**src/rtl/icache_pkg.sv**
```systemverilog
// ###############################################
// Instruction cache geometry constants, field
// types and the controller state encoding
// ###############################################
package icache_pkg;

    // ###############################################
    // Geometry

    // Program counter width
    localparam int unsigned PC_WIDTH       = 8;
    // Threads per warp
    localparam int unsigned WARP_WIDTH     = 32;
    // Warps per compute unit
    localparam int unsigned NUM_WARPS      = 8;
    // Encoded instruction width
    localparam int unsigned ENC_INST_WIDTH = 4;
    // Word index bits, 4 words per line
    localparam int unsigned LINE_IDX_BITS  = 2;
    // Lines in the cache
    localparam int unsigned NUM_LINES      = 8;

    // Derived widths
    // PC = {tag, line select, word index}
    localparam int unsigned LINE_SEL_BITS  = $clog2(NUM_LINES);
    localparam int unsigned TAG_BITS       = PC_WIDTH - LINE_IDX_BITS - LINE_SEL_BITS;
    localparam int unsigned LINE_ADDR_BITS = PC_WIDTH - LINE_IDX_BITS;

    // ###############################################
    // Field types

    typedef logic [PC_WIDTH-1:0]            pc_t;
    typedef logic [WARP_WIDTH-1:0]          act_mask_t;
    typedef logic [$clog2(NUM_WARPS)-1:0]   wid_t;
    typedef logic [$clog2(WARP_WIDTH)-1:0]  subwarp_id_t;
    typedef logic [ENC_INST_WIDTH-1:0]      enc_inst_t;

    // One line, word 0 in the low bits
    typedef enc_inst_t [(1 << LINE_IDX_BITS)-1:0] line_data_t;

    // Memory line address, PC without word index
    typedef logic [LINE_ADDR_BITS-1:0]      line_addr_t;
    typedef logic [LINE_SEL_BITS-1:0]       line_sel_t;
    typedef logic [TAG_BITS-1:0]            line_tag_t;

    // ###############################################
    // Controller states

    typedef enum logic [1:0] {
        // Waiting for a fetch request
        IDLE     = 2'd0,
        // Lookup registered, hit or miss decided here
        LOOKUP   = 2'd1,
        // Line request sent, waiting for the response
        WAIT_MEM = 2'd2,
        // Refilled word held for the decoder
        WAIT_DEC = 2'd3
    } icache_state_e;

endpackage : icache_pkg

```
**src/rtl/icache_req_reg.sv**
```systemverilog
// ###############################################
// Active fetch request register and sticky flush flag
// ###############################################
`timescale 1ns/1ps

module icache_req_reg (
    input  logic                     clk_i,
    input  logic                     rst_ni,
    // Request accepted this cycle
    input  logic                     accept_i,
    input  icache_pkg::pc_t          fe_pc_i,
    input  icache_pkg::act_mask_t    fe_act_mask_i,
    input  icache_pkg::wid_t         fe_warp_id_i,
    input  icache_pkg::subwarp_id_t  fe_subwarp_id_i,
    // Flush request and its service
    input  logic                     flush_i,
    input  logic                     flush_done_i,
    // Active request fields
    output icache_pkg::pc_t          req_pc_o,
    output icache_pkg::act_mask_t    req_act_mask_o,
    output icache_pkg::wid_t         req_warp_id_o,
    output icache_pkg::subwarp_id_t  req_subwarp_id_o,
    output logic                     flush_pending_o
);
    import icache_pkg::*;

    pc_t         pc_q;
    act_mask_t   act_mask_q;
    wid_t        warp_id_q;
    subwarp_id_t subwarp_id_q;
    logic        flush_q;

    // Request payload, held until the next acceptance
    always_ff @(posedge clk_i) begin
        if (accept_i) begin
            pc_q         <= fe_pc_i;
            act_mask_q   <= fe_act_mask_i;
            warp_id_q    <= fe_warp_id_i;
            subwarp_id_q <= fe_subwarp_id_i;
        end
    end

    // Sticky flush, a fresh pulse beats a clear
    always_ff @(posedge clk_i or negedge rst_ni) begin
        if (!rst_ni) begin
            flush_q <= 1'b0;
        end else if (flush_i) begin
            flush_q <= 1'b1;
        end else if (flush_done_i) begin
            flush_q <= 1'b0;
        end
    end

    assign req_pc_o         = pc_q;
    assign req_act_mask_o   = act_mask_q;
    assign req_warp_id_o    = warp_id_q;
    assign req_subwarp_id_o = subwarp_id_q;
    assign flush_pending_o  = flush_q;

endmodule : icache_req_reg

```
**src/rtl/icache_line_store.sv**
```systemverilog
// ###############################################
// Tag and data arrays, valid bits, registered
// lookup and hit check of the direct-mapped cache
// ###############################################
`timescale 1ns/1ps

module icache_line_store (
    input  logic                     clk_i,
    input  logic                     rst_ni,
    // Lookup issue
    input  logic                     accept_i,
    input  icache_pkg::pc_t          fe_pc_i,
    // Active request, used for compare and refill
    input  icache_pkg::pc_t          req_pc_i,
    // Refill write
    input  logic                     refill_i,
    input  icache_pkg::line_data_t   mem_data_i,
    // Invalidate everything
    input  logic                     flush_done_i,
    // Lookup result
    output logic                     hit_o,
    output icache_pkg::enc_inst_t    hit_inst_o
);
    import icache_pkg::*;

    // ###############################################
    // Storage

    line_tag_t  tag_mem_q  [NUM_LINES];
    line_data_t data_mem_q [NUM_LINES];
    logic [NUM_LINES-1:0] valid_q;

    // Lookup output registers
    line_tag_t  rd_tag_q;
    line_data_t rd_data_q;
    logic       rd_valid_q;

    // Index and tag fields
    line_sel_t  rd_sel;
    line_sel_t  wr_sel;
    line_tag_t  req_tag;

    // Lookup indexes with the incoming PC
    assign rd_sel  = fe_pc_i[LINE_IDX_BITS +: LINE_SEL_BITS];
    // Refill and compare use the held request
    assign wr_sel  = req_pc_i[LINE_IDX_BITS +: LINE_SEL_BITS];
    assign req_tag = req_pc_i[PC_WIDTH-1 -: TAG_BITS];

    // ###############################################
    // Array write and read

    // Refill writes tag and data of one line
    always_ff @(posedge clk_i) begin
        if (refill_i) begin
            tag_mem_q[wr_sel]  <= req_tag;
            data_mem_q[wr_sel] <= mem_data_i;
        end
    end

    // One cycle read latency, like a synchronous SRAM
    always_ff @(posedge clk_i) begin
        if (accept_i) begin
            rd_tag_q  <= tag_mem_q[rd_sel];
            rd_data_q <= data_mem_q[rd_sel];
        end
    end

    // Valid bits
    // Set on refill, flush clears all of them
    always_ff @(posedge clk_i or negedge rst_ni) begin
        if (!rst_ni) begin
            valid_q <= '0;
        end else if (flush_done_i) begin
            valid_q <= '0;
        end else if (refill_i) begin
            valid_q[wr_sel] <= 1'b1;
        end
    end

    // Valid bit of the looked-up line
    always_ff @(posedge clk_i or negedge rst_ni) begin
        if (!rst_ni) begin
            rd_valid_q <= 1'b0;
        end else if (accept_i) begin
            rd_valid_q <= valid_q[rd_sel];
        end
    end

    // ###############################################
    // Hit check

    // Meaningful in LOOKUP only
    assign hit_o      = rd_valid_q && (rd_tag_q == req_tag);
    // Requested word out of the registered line
    assign hit_inst_o = rd_data_q[req_pc_i[LINE_IDX_BITS-1:0]];

endmodule : icache_line_store

```
**src/rtl/icache_ctrl.sv**
```systemverilog
// ###############################################
// Cache controller FSM, memory refill request,
// refill buffer and decoder output
// ###############################################
`timescale 1ns/1ps

module icache_ctrl (
    input  logic                     clk_i,
    input  logic                     rst_ni,
    // Fetcher handshake
    input  logic                     fe_valid_i,
    output logic                     ic_ready_o,
    output logic                     accept_o,
    // Flush
    input  logic                     flush_pending_i,
    output logic                     flush_done_o,
    // Lookup result
    input  logic                     hit_i,
    input  icache_pkg::enc_inst_t    hit_inst_i,
    // Active request
    input  icache_pkg::pc_t          req_pc_i,
    input  icache_pkg::act_mask_t    req_act_mask_i,
    input  icache_pkg::wid_t         req_warp_id_i,
    input  icache_pkg::subwarp_id_t  req_subwarp_id_i,
    // Memory port
    input  logic                     mem_ready_i,
    output logic                     mem_req_o,
    output icache_pkg::line_addr_t   mem_addr_o,
    input  logic                     mem_valid_i,
    input  icache_pkg::line_data_t   mem_data_i,
    output logic                     refill_o,
    // Decoder port
    input  logic                     dec_ready_i,
    output logic                     ic_valid_o,
    output icache_pkg::pc_t          ic_pc_o,
    output icache_pkg::act_mask_t    ic_act_mask_o,
    output icache_pkg::wid_t         ic_warp_id_o,
    output icache_pkg::subwarp_id_t  ic_subwarp_id_o,
    output icache_pkg::enc_inst_t    ic_inst_o
);
    import icache_pkg::*;

    icache_state_e state_q, state_d;
    line_data_t    refill_buf_q;
    logic          out_valid;
    enc_inst_t     out_inst;

    // ###############################################
    // Next state and handshakes

    always_comb begin
        state_d      = state_q;
        ic_ready_o   = 1'b0;
        flush_done_o = 1'b0;
        mem_req_o    = 1'b0;
        refill_o     = 1'b0;
        out_valid    = 1'b0;
        out_inst     = '0;

        case (state_q)
            IDLE: begin
                // Acceptance handled below
                state_d = IDLE;
            end
            LOOKUP: begin
                if (hit_i) begin
                    out_valid = 1'b1;
                    out_inst  = hit_inst_i;
                end else begin
                    // Miss, hold the request until memory takes it
                    mem_req_o = 1'b1;
                    if (mem_ready_i) begin
                        state_d = WAIT_MEM;
                    end
                end
            end
            WAIT_MEM: begin
                // Variable latency, ended by the response pulse
                refill_o = mem_valid_i;
                if (mem_valid_i) begin
                    state_d = WAIT_DEC;
                end
            end
            WAIT_DEC: begin
                out_valid = 1'b1;
                out_inst  = refill_buf_q[req_pc_i[LINE_IDX_BITS-1:0]];
            end
            default: begin
                state_d = IDLE;
            end
        endcase

        // Free slot in IDLE or on a decoder transfer
        if (state_q == IDLE || (out_valid && dec_ready_i)) begin
            if (flush_pending_i) begin
                // Flush takes this cycle, no new request
                flush_done_o = 1'b1;
                state_d      = IDLE;
            end else begin
                ic_ready_o = 1'b1;
                state_d    = fe_valid_i ? LOOKUP : IDLE;
            end
        end
    end

    assign accept_o = ic_ready_o && fe_valid_i;

    // ###############################################
    // Registers

    always_ff @(posedge clk_i or negedge rst_ni) begin
        if (!rst_ni) begin
            state_q <= IDLE;
        end else begin
            state_q <= state_d;
        end
    end

    // Returned line, read out in WAIT_DEC
    always_ff @(posedge clk_i) begin
        if (refill_o) begin
            refill_buf_q <= mem_data_i;
        end
    end

    // Line address only while requesting
    assign mem_addr_o = mem_req_o ? req_pc_i[PC_WIDTH-1:LINE_IDX_BITS] : '0;

    // Decoder outputs, zero while not valid
    // Held stable since the request and lookup only move on accept
    assign ic_valid_o      = out_valid;
    assign ic_pc_o         = out_valid ? req_pc_i : '0;
    assign ic_act_mask_o   = out_valid ? req_act_mask_i : '0;
    assign ic_warp_id_o    = out_valid ? req_warp_id_i : '0;
    assign ic_subwarp_id_o = out_valid ? req_subwarp_id_i : '0;
    assign ic_inst_o       = out_inst;

endmodule : icache_ctrl

```
**src/rtl/icache_top.sv**
```systemverilog
// ###############################################
// Instruction cache top level with fetcher,
// memory and decoder ports
// ###############################################
`timescale 1ns/1ps

module icache_top (
    input  logic                     clk_i,
    input  logic                     rst_ni,
    input  logic                     flush_i,
    // Fetcher
    input  logic                     fe_valid_i,
    output logic                     ic_ready_o,
    input  icache_pkg::pc_t          fe_pc_i,
    input  icache_pkg::act_mask_t    fe_act_mask_i,
    input  icache_pkg::wid_t         fe_warp_id_i,
    input  icache_pkg::subwarp_id_t  fe_subwarp_id_i,
    // Memory
    input  logic                     mem_ready_i,
    output logic                     mem_req_o,
    output icache_pkg::line_addr_t   mem_addr_o,
    input  logic                     mem_valid_i,
    input  icache_pkg::line_data_t   mem_data_i,
    // Decoder
    input  logic                     dec_ready_i,
    output logic                     ic_valid_o,
    output icache_pkg::pc_t          ic_pc_o,
    output icache_pkg::act_mask_t    ic_act_mask_o,
    output icache_pkg::wid_t         ic_warp_id_o,
    output icache_pkg::subwarp_id_t  ic_subwarp_id_o,
    output icache_pkg::enc_inst_t    ic_inst_o
);
    import icache_pkg::*;

    // Internal handshakes
    logic        accept;
    logic        flush_pending;
    logic        flush_done;
    logic        refill;
    logic        hit;
    enc_inst_t   hit_inst;

    // Active request
    pc_t         req_pc;
    act_mask_t   req_act_mask;
    wid_t        req_warp_id;
    subwarp_id_t req_subwarp_id;

    icache_req_reg icache_req_reg_i (
        .clk_i            (clk_i),
        .rst_ni           (rst_ni),
        .accept_i         (accept),
        .fe_pc_i          (fe_pc_i),
        .fe_act_mask_i    (fe_act_mask_i),
        .fe_warp_id_i     (fe_warp_id_i),
        .fe_subwarp_id_i  (fe_subwarp_id_i),
        .flush_i          (flush_i),
        .flush_done_i     (flush_done),
        .req_pc_o         (req_pc),
        .req_act_mask_o   (req_act_mask),
        .req_warp_id_o    (req_warp_id),
        .req_subwarp_id_o (req_subwarp_id),
        .flush_pending_o  (flush_pending)
    );

    icache_line_store icache_line_store_i (
        .clk_i        (clk_i),
        .rst_ni       (rst_ni),
        .accept_i     (accept),
        .fe_pc_i      (fe_pc_i),
        .req_pc_i     (req_pc),
        .refill_i     (refill),
        .mem_data_i   (mem_data_i),
        .flush_done_i (flush_done),
        .hit_o        (hit),
        .hit_inst_o   (hit_inst)
    );

    icache_ctrl icache_ctrl_i (
        .clk_i            (clk_i),
        .rst_ni           (rst_ni),
        .fe_valid_i       (fe_valid_i),
        .ic_ready_o       (ic_ready_o),
        .accept_o         (accept),
        .flush_pending_i  (flush_pending),
        .flush_done_o     (flush_done),
        .hit_i            (hit),
        .hit_inst_i       (hit_inst),
        .req_pc_i         (req_pc),
        .req_act_mask_i   (req_act_mask),
        .req_warp_id_i    (req_warp_id),
        .req_subwarp_id_i (req_subwarp_id),
        .mem_ready_i      (mem_ready_i),
        .mem_req_o        (mem_req_o),
        .mem_addr_o       (mem_addr_o),
        .mem_valid_i      (mem_valid_i),
        .mem_data_i       (mem_data_i),
        .refill_o         (refill),
        .dec_ready_i      (dec_ready_i),
        .ic_valid_o       (ic_valid_o),
        .ic_pc_o          (ic_pc_o),
        .ic_act_mask_o    (ic_act_mask_o),
        .ic_warp_id_o     (ic_warp_id_o),
        .ic_subwarp_id_o  (ic_subwarp_id_o),
        .ic_inst_o        (ic_inst_o)
    );

endmodule : icache_top

```
**config.mk**
```make
export PLATFORM = sky130hd
export DESIGN_NAME = icache_top
export DESIGN_NICKNAME = d
export VERILOG_FILES = /design/src/rtl/icache_pkg.sv /design/src/rtl/icache_req_reg.sv /design/src/rtl/icache_line_store.sv /design/src/rtl/icache_ctrl.sv /design/src/rtl/icache_top.sv
export SDC_FILE = /design/constraint.sdc
export NUM_CORES = 1
export LEC_CHECK = 0
export BUFFER_PORTS_ARGS = -buffer_cell sky130_fd_sc_hd__buf_2
export CAP_MARGIN = 30
export CORE_ASPECT_RATIO = 1.5
export CORE_MARGIN = 2
export CORE_UTILIZATION = 57
export CTS_CLUSTER_SIZE = 10
export DETAILED_ROUTE_END_ITERATION = 6
export PLACE_DENSITY = 0.81
export SLEW_MARGIN = 15
export SYNTH_ARGS = -nofsm -noshare
export SYNTH_HDL_FRONTEND = slang
export SYNTH_HIERARCHICAL = 1
export SYNTH_SLANG_ARGS = --single-unit
```
**constraint.sdc**
```tcl
create_clock -name clk_i -period 5.4 [get_ports clk_i]
set_input_delay 0.54 -clock clk_i [delete_from_list [all_inputs] [get_ports clk_i]]
set_output_delay 0.54 -clock clk_i [all_outputs]
set_load 0.03 [all_outputs]
```
# --- After elaboration in Yosys (flattened, before gate mapping) ---
# Memory sizes are Yosys's and may differ from the RTL's. A register that Yosys moved wholly into a read port is not among the register bits.
# Cells that the tools add are included.
word_totals:
  output_inout_bits: 61
  input_bits: 71
  mem_count: 2
  mem_bits_rw: 152
  reg_bits: 76
op_classes:
  n_eq_ne: 7
  muxes: 37
  bitwise_logic: 1
  reduce_logical: 10
  magnitude_cmp: 4
mem_list:
  columns: ["memory", "depth", "word_bits", "read_ports", "rd_clocked_by_memory_dff", "wr", "line", "text"]
  rows:
  - ["icache_line_store_i.data_mem_q", 8, 16, 1, 1, 1, "icache_line_store.sv:30", "line_data_t data_mem_q [NUM_LINES];"]
  - ["icache_line_store_i.tag_mem_q", 8, 3, 1, 1, 1, "icache_line_store.sv:29", "line_tag_t tag_mem_q [NUM_LINES];"]
op_table:
  columns: ["op", "n"]
  rows:
  - ["2-to-1 mux 32 bit", 1]
  - ["2-to-1 mux 8 bit", 3]
  - ["binary-select mux 4 bit (select 2 bit)", 2]
  - ["2-to-1 mux 1 bit", 15]
  - ["2-to-1 mux 4 bit", 3]
  - ["2-to-1 mux 2 bit", 5]
  - ["!= test 3 x 2 -> 1 bit (second input constant)", 3]
  - ["less-than comparator 3 x 4 -> 1 bit (second input constant)", 2]
  - ["OR 8 bit", 1]
  - ["one-hot mux 4 bit (2 select lines)", 1]
  - ["2-to-1 mux 6 bit", 1]
  - ["one-hot mux 2 bit (3 select lines)", 1]
  - ["2-to-1 mux 5 bit", 1]
  - ["equality test 2 bit (second input constant)", 2]
  - ["logical AND 1 bit", 4]
  - ["AND reduction 4 bit", 1]
  - ["nonzero test 2 bit", 2]
  - ["nonzero test 4 bit", 1]
  - ["binary-select mux 1 bit (select 3 bit)", 1]
  - ["demux 1 bit (select 3 bit)", 1]
  - ["equality test 3 bit", 1]
  - ["greater-or-equal comparator 3 x 1 -> 1 bit (second input constant)", 1]
  - ["less-than comparator 2 x 3 -> 1 bit (second input constant)", 1]
  - ["2-to-1 mux 3 bit", 1]
  - ["4 further kinds", 4]

# --- Logic depth before layout (Yosys ltp) ---
# Gate-level depths: netlist of run 1.
depth:
  word_depth: 9
  ltp_mapped: 7
  ltp_nobuf: 7

# --- By module ---
# The synthesis of run 1 kept the hierarchy.
by_module_without_submodules:
  columns: ["module", "seq_area_each_um2", "area_per_inst_um2", "n_inst", "cells_each"]
  rows:
  - ["icache_line_store", 5360.1, 6974.2, 1, 286]
  - ["icache_req_reg", 1466.4, 1477.7, 1, 51]
  - ["icache_ctrl", 530.5, 1203.7, 1, 108]

# --- Worst setup path before layout of run 1 ---
# No wires, ideal clock.
synth_timing:
  path_kind: "reg2reg"
  from: "reg icache_req_reg_i.pc_q[7], in the netlist icache_req_reg_i/req_pc_o[7]"
  to: "reg icache_line_store_i/rd_data_q[0] (netlist bit), read port of icache_line_store_i.data_mem_q, enable pin"
  arrival_time_ns: 3.592
  stages_incl_launch_ff: 7
  period_less_slack_ns: 4.025
  n_path_buf: 0
  slack_ns: 1.375
  cell_sequence: "edfxtp_1 -> xor2_1 -> nor4_1 -> a31o_2 -> a21oi_2 -> nor2_1 -> and2_1"
synth_between:
  elab_chain_cells: 8
synth_rtl:
  columns: ["element", "line", "text"]
  rows:
  - ["start: declaration", "icache_req_reg.sv:27", "pc_t pc_q;"]
  - ["start signal: assignment", "icache_req_reg.sv:36", "pc_q <= fe_pc_i;"]
  - ["equality test 3 bit", "icache_line_store.sv:93", "assign hit_o = rd_valid_q && (rd_tag_q == req_tag);"]
  - ["logical AND 1 bit", "icache_line_store.sv:93", null]
  - ["net hit", "icache_top.sv:40", "logic hit;"]
  - ["2-to-1 mux 1 bit", "icache_ctrl.sv:66", "if (hit_i) begin"]
  - ["one-hot mux 1 bit (2 select lines)", "icache_ctrl.sv:60", "case (state_q)"]
  - ["logical AND 1 bit", "icache_ctrl.sv:94", "if (state_q == IDLE || (out_valid && dec_ready_i)) begin"]
  - ["logical OR 1 bit", "icache_ctrl.sv:94", null]
  - ["2-to-1 mux 1 bit", "icache_ctrl.sv:94", null]
  - ["net ic_ready_o", "icache_top.sv:13", "output logic ic_ready_o,"]
  - ["logical AND 1 bit", "icache_ctrl.sv:106", "assign accept_o = ic_ready_o && fe_valid_i;"]
  - ["net accept", "icache_top.sv:36", "logic accept;"]
  - ["end: declaration", "icache_line_store.sv:35", "line_data_t rd_data_q;"]
# The timed path passes the listed nets, and every way through them passes these cells.
# A chain may end at the register's enable or synchronous reset.

# --- Worst setup path in the final report of run 1 ---
layout_timing:
  from: "reg icache_req_reg_i.pc_q[5], in the netlist icache_req_reg_i/req_pc_o[5]"
  to: "out ic_ready_o"
layout_between:
  elab_chain_cells: 7
layout_rtl:
  columns: ["element", "line"]
  rows:
  - ["equality test 3 bit", "icache_line_store.sv:93"]
  - ["logical AND 1 bit", "icache_line_store.sv:93"]
  - ["net hit", "icache_top.sv:40"]
  - ["2-to-1 mux 1 bit", "icache_ctrl.sv:66"]
  - ["one-hot mux 1 bit (2 select lines)", "icache_ctrl.sv:60"]
  - ["logical AND 1 bit", "icache_ctrl.sv:94"]
  - ["logical OR 1 bit", "icache_ctrl.sv:94"]
  - ["2-to-1 mux 1 bit", "icache_ctrl.sv:94"]
  - ["end: declaration", "icache_top.sv:13"]
# The timed path passes the listed nets, and every way through them passes these cells.

==> results of run 1 <==
[cell families (layout without fill, tap and decap cells)]
family	count (synthesis)	count (layout)	share of synthesized area (%)
buf+inv	21	192	1.30
flops	247	247	76.2
xor+xnor	3	3	0.272
fa+ha+maj	5	5	0.648
mux	71	71	15.1
compound gates	14	14	1.26
simple gates	84	84	5.27
[stage by stage]
stage	util, %	worst slack, ps	instance area (um^2)	cells
after floorplan	-	1370	9660	445
after global placement	63.6	2080	10600	782
after detailed placement	63.6	1850	10600	783
after CTS	68.4	1760	11400	825
after global routing	68.5	1420	11400	826
final	68.5	1780	11400	826
[sequential cells by signal, indices dropped and copies added (netlist names)]
register	flops
icache_ctrl_i/refill_buf_q	16
icache_ctrl_i/state_q	2
icache_line_store_i/data_mem_q	128
icache_line_store_i/rd_data_q	16
icache_line_store_i/rd_tag_q	3
icache_line_store_i/rd_valid_q	1
icache_line_store_i/tag_mem_q	24
icache_line_store_i/valid_q	8
icache_req_reg_i/flush_pending_o	1
icache_req_reg_i/req_act_mask_o	32
icache_req_reg_i/req_pc_o	8
icache_req_reg_i/req_subwarp_id_o	5
icache_req_reg_i/req_warp_id_o	3
[where the power goes]
| part | switching (mW) | total (mW) | internal (mW) |
|---|---|---|---|
| clock | 0.665 | 1.64 | 0.979 |
| sequential | 0.0654 | 2.32 | 2.26 |
| combinational | 0.308 | 0.491 | 0.183 |
[path summary, 6_finish.rpt]
kind,depth (start not counted),to,slack [ps]
setup / recovery,6,ic_ready_o,1780
hold / removal,1,icache_req_reg_i/req_act_mask_o[3]$_DFFE_PP_,190
setup reg to reg,7,icache_req_reg_i/req_act_mask_o[6]$_DFFE_PP_,1850
hold reg to reg,2,icache_line_store_i/valid_q[0]$_DFFE_PN0P_,500
max in group asynchronous,2,icache_ctrl_i/state_q[0]$_DFFE_PN0P_,4710
min in group asynchronous,2,icache_line_store_i/valid_q[2]$_DFFE_PN0P_,450
[layer usage]
metal | share of wire (%) | wire length, um | vias to the layer above | track usage [%]
met1 | 37 | 7190 | 2421 | 27.1
li1 | - | - | 2132 | -
met2 | 53 | 10400 | 244 | 39.7
met3 | 8.2 | 1610 | 43 | 3.83
met4 | 2.3 | 453 | 2 | 6.65
met5 | 0.066 | 13 | - | 0
[cell type report]
cell class                      instances  area (um^2)
Tap cell                              210          263
Fill cell                            1018         5250
Multi-Input combinational cell        177         2220
Sequential cell                       247         7360
Clock buffer                           41          781
Timing Repair Buffer                  146          798
Inverter                                5         18.8
[cell usage in the layout, fill, tap and decap left out, types with 11 or more instances in the layout]
| master | instances |
|---|---|
| clkbuf_16 | 29 |
| nor2_1 | 11 |
| edfxtp_1 | 235 |
| mux2_2 | 19 |
| mux4_2 | 12 |
| dfrtp_1 | 12 |
| buf_2 | 131 |
| mux4_1 | 35 |
| buf_4 | 12 |
| and2_1 | 55 |
| clkbuf_1 | 11 |
==> results.toml, run 1 <==
[clock_network]
cts_setup_buffers = 0
cts_sinks = 247
numCtsBuffers = 28
clock_tree.root_cell = "clkbuf_16"
cts_resized = 0
tritoncts = "built"
clk_latency_ps = 520
cts_buffer_depth = 3
postCtsHoldBufs = 1
path_clk_slew_ps = 60
htreeDepth = 1

[floorplan]
fp.coreArea_mm2 = 0.0167
die_area_mm2 = 0.0180
die_w_um = 110
rows = 58
start_util_pct = 57.8
die_y_um = 163
io-pin-count = 132

[placed_design]
dp_hpwl_mm = 11.8
place_congestion = 0.786
numPortBuffers = 131

[synth]
synth_edf_count = 235
syn-num-nets = 521
ys_seq_area_share_pct = 76.2
syn_inst = 445
synth_ff_type = "edfxtp_1"
post_synth_main_area_contributors = "edfxtp_1, mux4_1, and2_1, dfrtp_1, mux4_2"
async_flop_share_pct = 4.86
yosysTopAreaCellShare_pct = 73.1
synth_most_common_cell = "edfxtp_1"
synthTopCellsByCount = "edfxtp_1, and2_1, mux4_1, mux2_2"
yosysTopAreaCell = "edfxtp_1"
syn-cell-area_mm2 = 0.00966
ys_ff_latch = 247
ys_types = 36
yosysWarnings = 6
syn_area_per_cell_um2 = 21.7

[sta]
setup_viol = 0
finalCritPeriodShare_pct = 67.0
holdWs_ps = 190
slew_viol_final = 0
rsz0062_at_grt = "false"
fin_crit_ps = 3620
fmax_mhz = 277
skew_ps = 8.23
slew-limit-headroom_pct = 49.8
finalSetupTns_ps = 0
final-hold-violation-count = 0
worst_pin_slew_ps = 753

[setup_path]
critPathBufInv = 1
cpPeakStageDelay_ps = 700
crit_start = "icache_req_reg_i/req_pc_o[5]$_DFFE_PP_"
cp-start-kind = "flop"
cpMaxStageDelayCell = "a31o_2"
crit_family = "compound AO/OA/AOI/OAI gates"
worstReg2RegStart = "icache_req_reg_i/req_pc_o[5]$_DFFE_PP_"
path_cells = "xor2_1 -> nor4_1 -> a31o_2 -> a21oi_2 -> nor2_1 -> buf_2"
critPathKind = "reg2out"
crit_path_max_fanout = 50
critPathCaptureType = "primary output"
crit_required_ps = 4860
cp.arrival_ps = 3080

[job]
cap_violations = 0

[cells_and_area]
insertedDiodeCount = 0
fin_nets = 681
layout-drive-gt1-share_pct = 35.7
syn_to_final_growth_pct = 18.5

[worst_hold_path]
worstHoldStart = "fe_act_mask_i[3]"
holdCritPathClass = "in2reg"

[global_routing]
grt_overflow_total = 0
antenna_found_initial = 1
grt_usage_pct = 22.1
grt_pass1_vias = 5086
grt_max_degree = 51
grt_pass1_wl_mm = 28.8

[power]
p_leak_nw = 4.24
power_mw = 4.46
powerDensity_mw_per_mm2 = 390
irDropWorstVdd_mv = 0.255

[detailed_routing]
wl_per_cell_um = 23.8
drt_iter0_drc = 313
ant_nets = 0
vias = 4842
finalWirelength_mm = 19.7
firstDrtPassIters = 4
vias_per_cell = 5.86
drcViolationCount = 0

[status]
outcome = "completed"
Power figures use the tool's default switching activity.
==> run 2, diff against run 1 <==
==> constraint.sdc (replaced) <==
create_clock -name clk_i -period 3.7 [get_ports clk_i]
set_input_delay 0.37 -clock clk_i [delete_from_list [all_inputs] [get_ports clk_i]]
set_output_delay 0.37 -clock clk_i [all_outputs]
set_load 0.03 [all_outputs]
==> results.toml, run 2 (synthesis gave the netlist of run 1 again) <==
[status]
outcome = "completed"

[sta]
slew-limit-headroom_pct = 36.7
worst_pin_slew_ps = 950
rsz0062_at_grt = "false"
slew_viol_final = 0
final-hold-violation-count = 0
holdWs_ps = 24.1
setup_viol = 0
skew_ps = 7.88
setup_ws_ps = 484
finalCritPeriodShare_pct = 86.9
fmax_mhz = 311
finalSetupTns_ps = 0
fin_crit_ps = 3220

[setup_path]
critPathCaptureType = "primary output"
crit_required_ps = 3330
cp-start-kind = "flop"
critPathKind = "reg2out"
cp.arrival_ps = 2850
crit_path_max_fanout = 49

[cells_and_area]
final_cell_area_mm2 = 0.0115
syn_to_final_growth_pct = 18.9
insertedDiodeCount = 0
final_common_cell = "edfxtp_1"
layout-drive-gt1-share_pct = 35.0
final_cell_mix = "edfxtp_1, buf_2, and2_1, mux4_1, clkbuf_16"
final_cell_count_no_fill = 836
top_register = "icache_line_store_i/data_mem_q"
largest_register_ffs = 128
fin_nets = 680
fillers = 1005
utilization_pct = 68.8

[clock_network]
path_clk_slew_ps = 60
tritoncts = "built"
cts_resized = 0
cts_sinks = 247
htreeDepth = 1
numCtsBuffers = 28
cts_setup_buffers = 0
clock_tree.root_cell = "clkbuf_16"
cts_buffer_depth = 3
postCtsHoldBufs = 1
clk_latency_ps = 520

[floorplan]
die_y_um = 163
fp.coreArea_mm2 = 0.0167
die_w_um = 110
io-pin-count = 132
start_util_pct = 57.8
rows = 58
die_area_mm2 = 0.0180

[detailed_routing]
firstDrtPassIters = 5
vias = 4912
finalWirelength_mm = 20.2
vias_per_cell = 5.88
wl_per_cell_um = 24.1
ant_nets = 0
drcViolationCount = 0
drt_iter0_drc = 425

[global_routing]
grt_overflow_total = 0
antenna_found_initial = 0
grt_pass1_vias = 5047
grt_max_degree = 57
grt_usage_pct = 23.0
grt_pass1_wl_mm = 29.6

[power]
combPwrFrac_pct = 11.2
pwr-share-seq_pct = 51.7
netSwitchingPower_mw = 1.56
p_leak_nw = 4.25
p_int_mw = 5.02
irDropWorstVdd_mv = 0.421
powerDensity_mw_per_mm2 = 573
clockPowerShare_pct = 37.1
power_mw = 6.58
sw_frac_of_total_pct = 23.7

[placed_design]
dp_hpwl_mm = 12.3
dp_cells = 783
numPortBuffers = 131
place_congestion = 0.864
preCtsSetupSlack_ps = 884
placed_area_mm2 = 0.0107

[job]
cap_violations = 0

[worst_hold_path]
holdCritPathClass = "in2reg"
[run 2: power by group through the flow]
stage / clock, mW / combinational (mW) / sequential [mW]
3_3_place_gp: 0 / 0.698 / 3.43
6_report: 2.44 / 0.738 / 3.40
3_5_place_dp: 0 / 0.729 / 3.45
2_1_floorplan: 0 / 0.481 / 3.41
5_1_grt: 2.60 / 0.794 / 3.42
4_1_cts: 2.49 / 0.743 / 3.40
[run 2: area by class of cell]
| type | count | area (um^2) | area share (%) |
|---|---|---|---|
| clock buffer | 51 | 808 | 7.04 |
| clock inverter | 1 | 5.00 | 0.0436 |
| inverter | 5 | 18.8 | 0.163 |
| multi-input combinational | 177 | 2230 | 19.4 |
| sequential | 247 | 7360 | 64.1 |
| tap | 210 | 263 | 2.29 |
| timing repair buffer | 145 | 801 | 6.97 |
[run 2: worst paths after layout]
kind | startpoint | to | slack (ps) | cells past startpoint
max | icache_req_reg_i/req_pc_o[7]$_DFFE_PP_ | ic_act_mask_o[25] | 480 | 6
min | fe_act_mask_i[5] | icache_req_reg_i/req_act_mask_o[5]$_DFFE_PP_ | 20 | 1
max reg2reg | icache_req_reg_i/req_pc_o[7]$_DFFE_PP_ | icache_req_reg_i/req_act_mask_o[12]$_DFFE_PP_ | 750 | 7
min reg2reg | icache_line_store_i/valid_q[7]$_DFFE_PN0P_ | icache_line_store_i/valid_q[7]$_DFFE_PN0P_ | 500 | 1
max in group asynchronous | rst_ni | icache_line_store_i/valid_q[4]$_DFFE_PN0P_ | 3180 | 2
min in group asynchronous | rst_ni | icache_ctrl_i/state_q[0]$_DFFE_PN0P_ | 280 | 2
[run 2: worst max-delay path, stage by stage, from the launching register on]
cell	delay, ps
edfxtp_1	540
xor2_1	240
nor4_1	510
a31o_2	280
buf_4	320
and2_1	220
buf_2	210
[run 2: metal layers]
metal	vias up	GRT usage, %	part of all wire (%)
li1	2140	-	-
met1	2474	28.1	36
met2	262	40.7	52
met3	36	4.23	8.3
met4	0	8.07	2.8
met5	-	0	0
==> run 3, diff against run 2 <==
--- a/config.mk
+++ b/config.mk
@@ -9,10 +9,12 @@
 export CAP_MARGIN = 30
 export CORE_ASPECT_RATIO = 1.5
 export CORE_MARGIN = 2
-export CORE_UTILIZATION = 57
+export CORE_UTILIZATION = 59
+export CTS_BUF_LIST = sky130_fd_sc_hd__clkbuf_8
 export CTS_CLUSTER_SIZE = 10
 export DETAILED_ROUTE_END_ITERATION = 6
-export PLACE_DENSITY = 0.81
+export PLACE_DENSITY = 0.84
+export SETUP_SLACK_MARGIN = 0.1
 export SLEW_MARGIN = 15
 export SYNTH_ARGS = -nofsm -noshare
 export SYNTH_HDL_FRONTEND = slang
==> constraint.sdc (replaced) <==
create_clock -name clk_i -period 3.3 [get_ports clk_i]
set_input_delay 0.33 -clock clk_i [delete_from_list [all_inputs] [get_ports clk_i]]
set_output_delay 0.33 -clock clk_i [all_outputs]
set_load 0.03 [all_outputs]
==> results.toml, run 3 (synthesis gave the netlist of run 1 again) <==
[status]
outcome = "completed"

[placed_design]
place_congestion = 0.841
numPortBuffers = 131
dp_hpwl_mm = 12.5
preCtsSetupSlack_ps = 421
placed_area_mm2 = 0.0107

[cells_and_area]
layout-drive-gt1-share_pct = 34.4
final_cell_mix = "edfxtp_1, buf_2, and2_1, dlygate4sd3_1, mux4_1"
fin_nets = 738
syn_to_final_growth_pct = 21.7
final_common_cell = "edfxtp_1"
largest_register_ffs = 128
top_register = "icache_line_store_i/data_mem_q"
final_cell_area_mm2 = 0.0117
insertedDiodeCount = 0

[worst_hold_path]
hold_depth = 1
min_to = "icache_ctrl_i/refill_buf_q[13]$_DFFE_PP_"
holdCritPathClass = "in2reg"
worstHoldStart = "mem_data_i[13]"

[power]
powerDensity_mw_per_mm2 = 569
power_mw = 6.69
p_leak_nw = 4.44
irDropWorstVdd_mv = 0.346

[setup_path]
reg2reg_depth = 7
crit_family = "simple AND/OR/NAND/NOR gates"
critPathKind = "reg2out"
rr_endpoint = "icache_req_reg_i/req_act_mask_o[21]$_DFFE_PP_"
path_cells = "xor2_1 -> nor4_4 -> a31o_2 -> buf_6 -> and2_1 -> buf_2"
cpPeakStageDelay_ps = 560
cp.arrival_ps = 2740
critPathBufInv = 2
r2r_setup_slack_ps = 430
worstReg2RegStart = "icache_req_reg_i/req_pc_o[7]$_DFFE_PP_"
crit_required_ps = 2970
cp-start-kind = "flop"
cp.depth = 6
crit_path_max_fanout = 49
critPathCaptureType = "primary output"
cpMaxStageDelayCell = "edfxtp_1"

[global_routing]
antenna_found_initial = 0
grt_usage_pct = 26.2
grt_pass1_vias = 5644
grt_pass1_wl_mm = 32.6
grt_max_degree = 50
grt_overflow_total = 0

[job]
cap_violations = 0

[sta]
final-hold-violation-count = 0
worst_pin_slew_ps = 743
setup_viol = 0
finalSetupTns_ps = 0
fmax_mhz = 325
fin_crit_ps = 3070
skew_ps = 17.6
slew_viol_final = 0
setup_ws_ps = 226
rsz0062_at_grt = "false"
slew-limit-headroom_pct = 50.4
finalCritPeriodShare_pct = 93.1

[detailed_routing]
finalWirelength_mm = 22.1
routed-wl-met3_mm = 2.07
ant_nets = 0
firstDrtPassIters = 5
vias = 5319
wl_met2_mm = 10.9
drcViolationCount = 0
highest_layer = "met4"
wl_met1_mm = 7.85
vias_per_cell = 5.98
wl_per_cell_um = 24.9
drt_iter0_drc = 408

[floorplan]
io-pin-count = 132
die_w_um = 108
die_y_um = 161
fp.coreArea_mm2 = 0.0161
start_util_pct = 59.9
rows = 57
die_area_mm2 = 0.0174

[clock_network]
cts_buffer_depth = 3
tritoncts = "built"
cts_setup_buffers = 0
path_clk_slew_ps = 70
numCtsBuffers = 31
clk_latency_ps = 570
cts_sinks = 247
htreeDepth = 1
clock_tree.root_cell = "clkbuf_8"
-- run 3: timing repair --
item / in CTS / in global routing
endpoints found under the hold margin: 58 / 0
endpoints found under the setup margin: 48 / 49
hold buffers: 47 / 0
gates resized for setup: 1 / 2
-- run 3: worst max-delay path by stage --
| stage | startpoint | to | slack, ps |
|---|---|---|---|
| final | icache_req_reg_i/req_pc_o[7]$_DFFE_PP_ | ic_act_mask_o[3] | 230 |
| after global routing | icache_req_reg_i/req_pc_o[7]$_DFFE_PP_ | ic_act_mask_o[3] | 110 |
| after CTS | icache_req_reg_i/req_pc_o[7]$_DFFE_PP_ | ic_act_mask_o[3] | 200 |
| after detailed placement | icache_req_reg_i/req_pc_o[7]$_DFFE_PP_ | icache_req_reg_i/req_act_mask_o[24]$_DFFE_PP_ | 420 |
| after global placement | icache_req_reg_i/req_pc_o[7]$_DFFE_PP_ | icache_req_reg_i/req_act_mask_o[22]$_DFFE_PP_ | 640 |
| after floorplan | icache_ctrl_i/state_q[0]$_DFFE_PN0P_ | icache_line_store_i/data_mem_q[1][0]$_DFFE_PP_ | 150 |
-- run 3: layout make-up --
class                      instances  area, um^2
clock inverter                    20        77.6
inverter                           5        18.8
timing repair buffer             200        1320
multi-input combinational        177        2250
fill                             833        4370
sequential                       247        7360
clock buffer                      34         468
tap                              206         258
-- run 3: power by group --
group	switching, mW	internal, mW
Clock	1.02	0.936
Sequential	0.120	3.69
Combinational	0.565	0.356
Total	1.71	4.98
-- run 3: metal layers --
metal / vias to the layer above / GRT usage, %
met2: 365 / 43.1
met3: 76 / 5.11
li1: 2259 / -
met4: 0 / 17.4
met5: - / 0
met1: 2619 / 31.2
-- run 3: metrics by stage --
step	std cells	util (%)	hold slack (ps)
4_1_cts	888	72.7	16.1
5_1_grt	889	72.9	48.8
2_1_floorplan	445	-	34.4
6_report	889	72.9	53.5
3_5_place_dp	787	66.3	218
3_3_place_gp	787	66.3	212
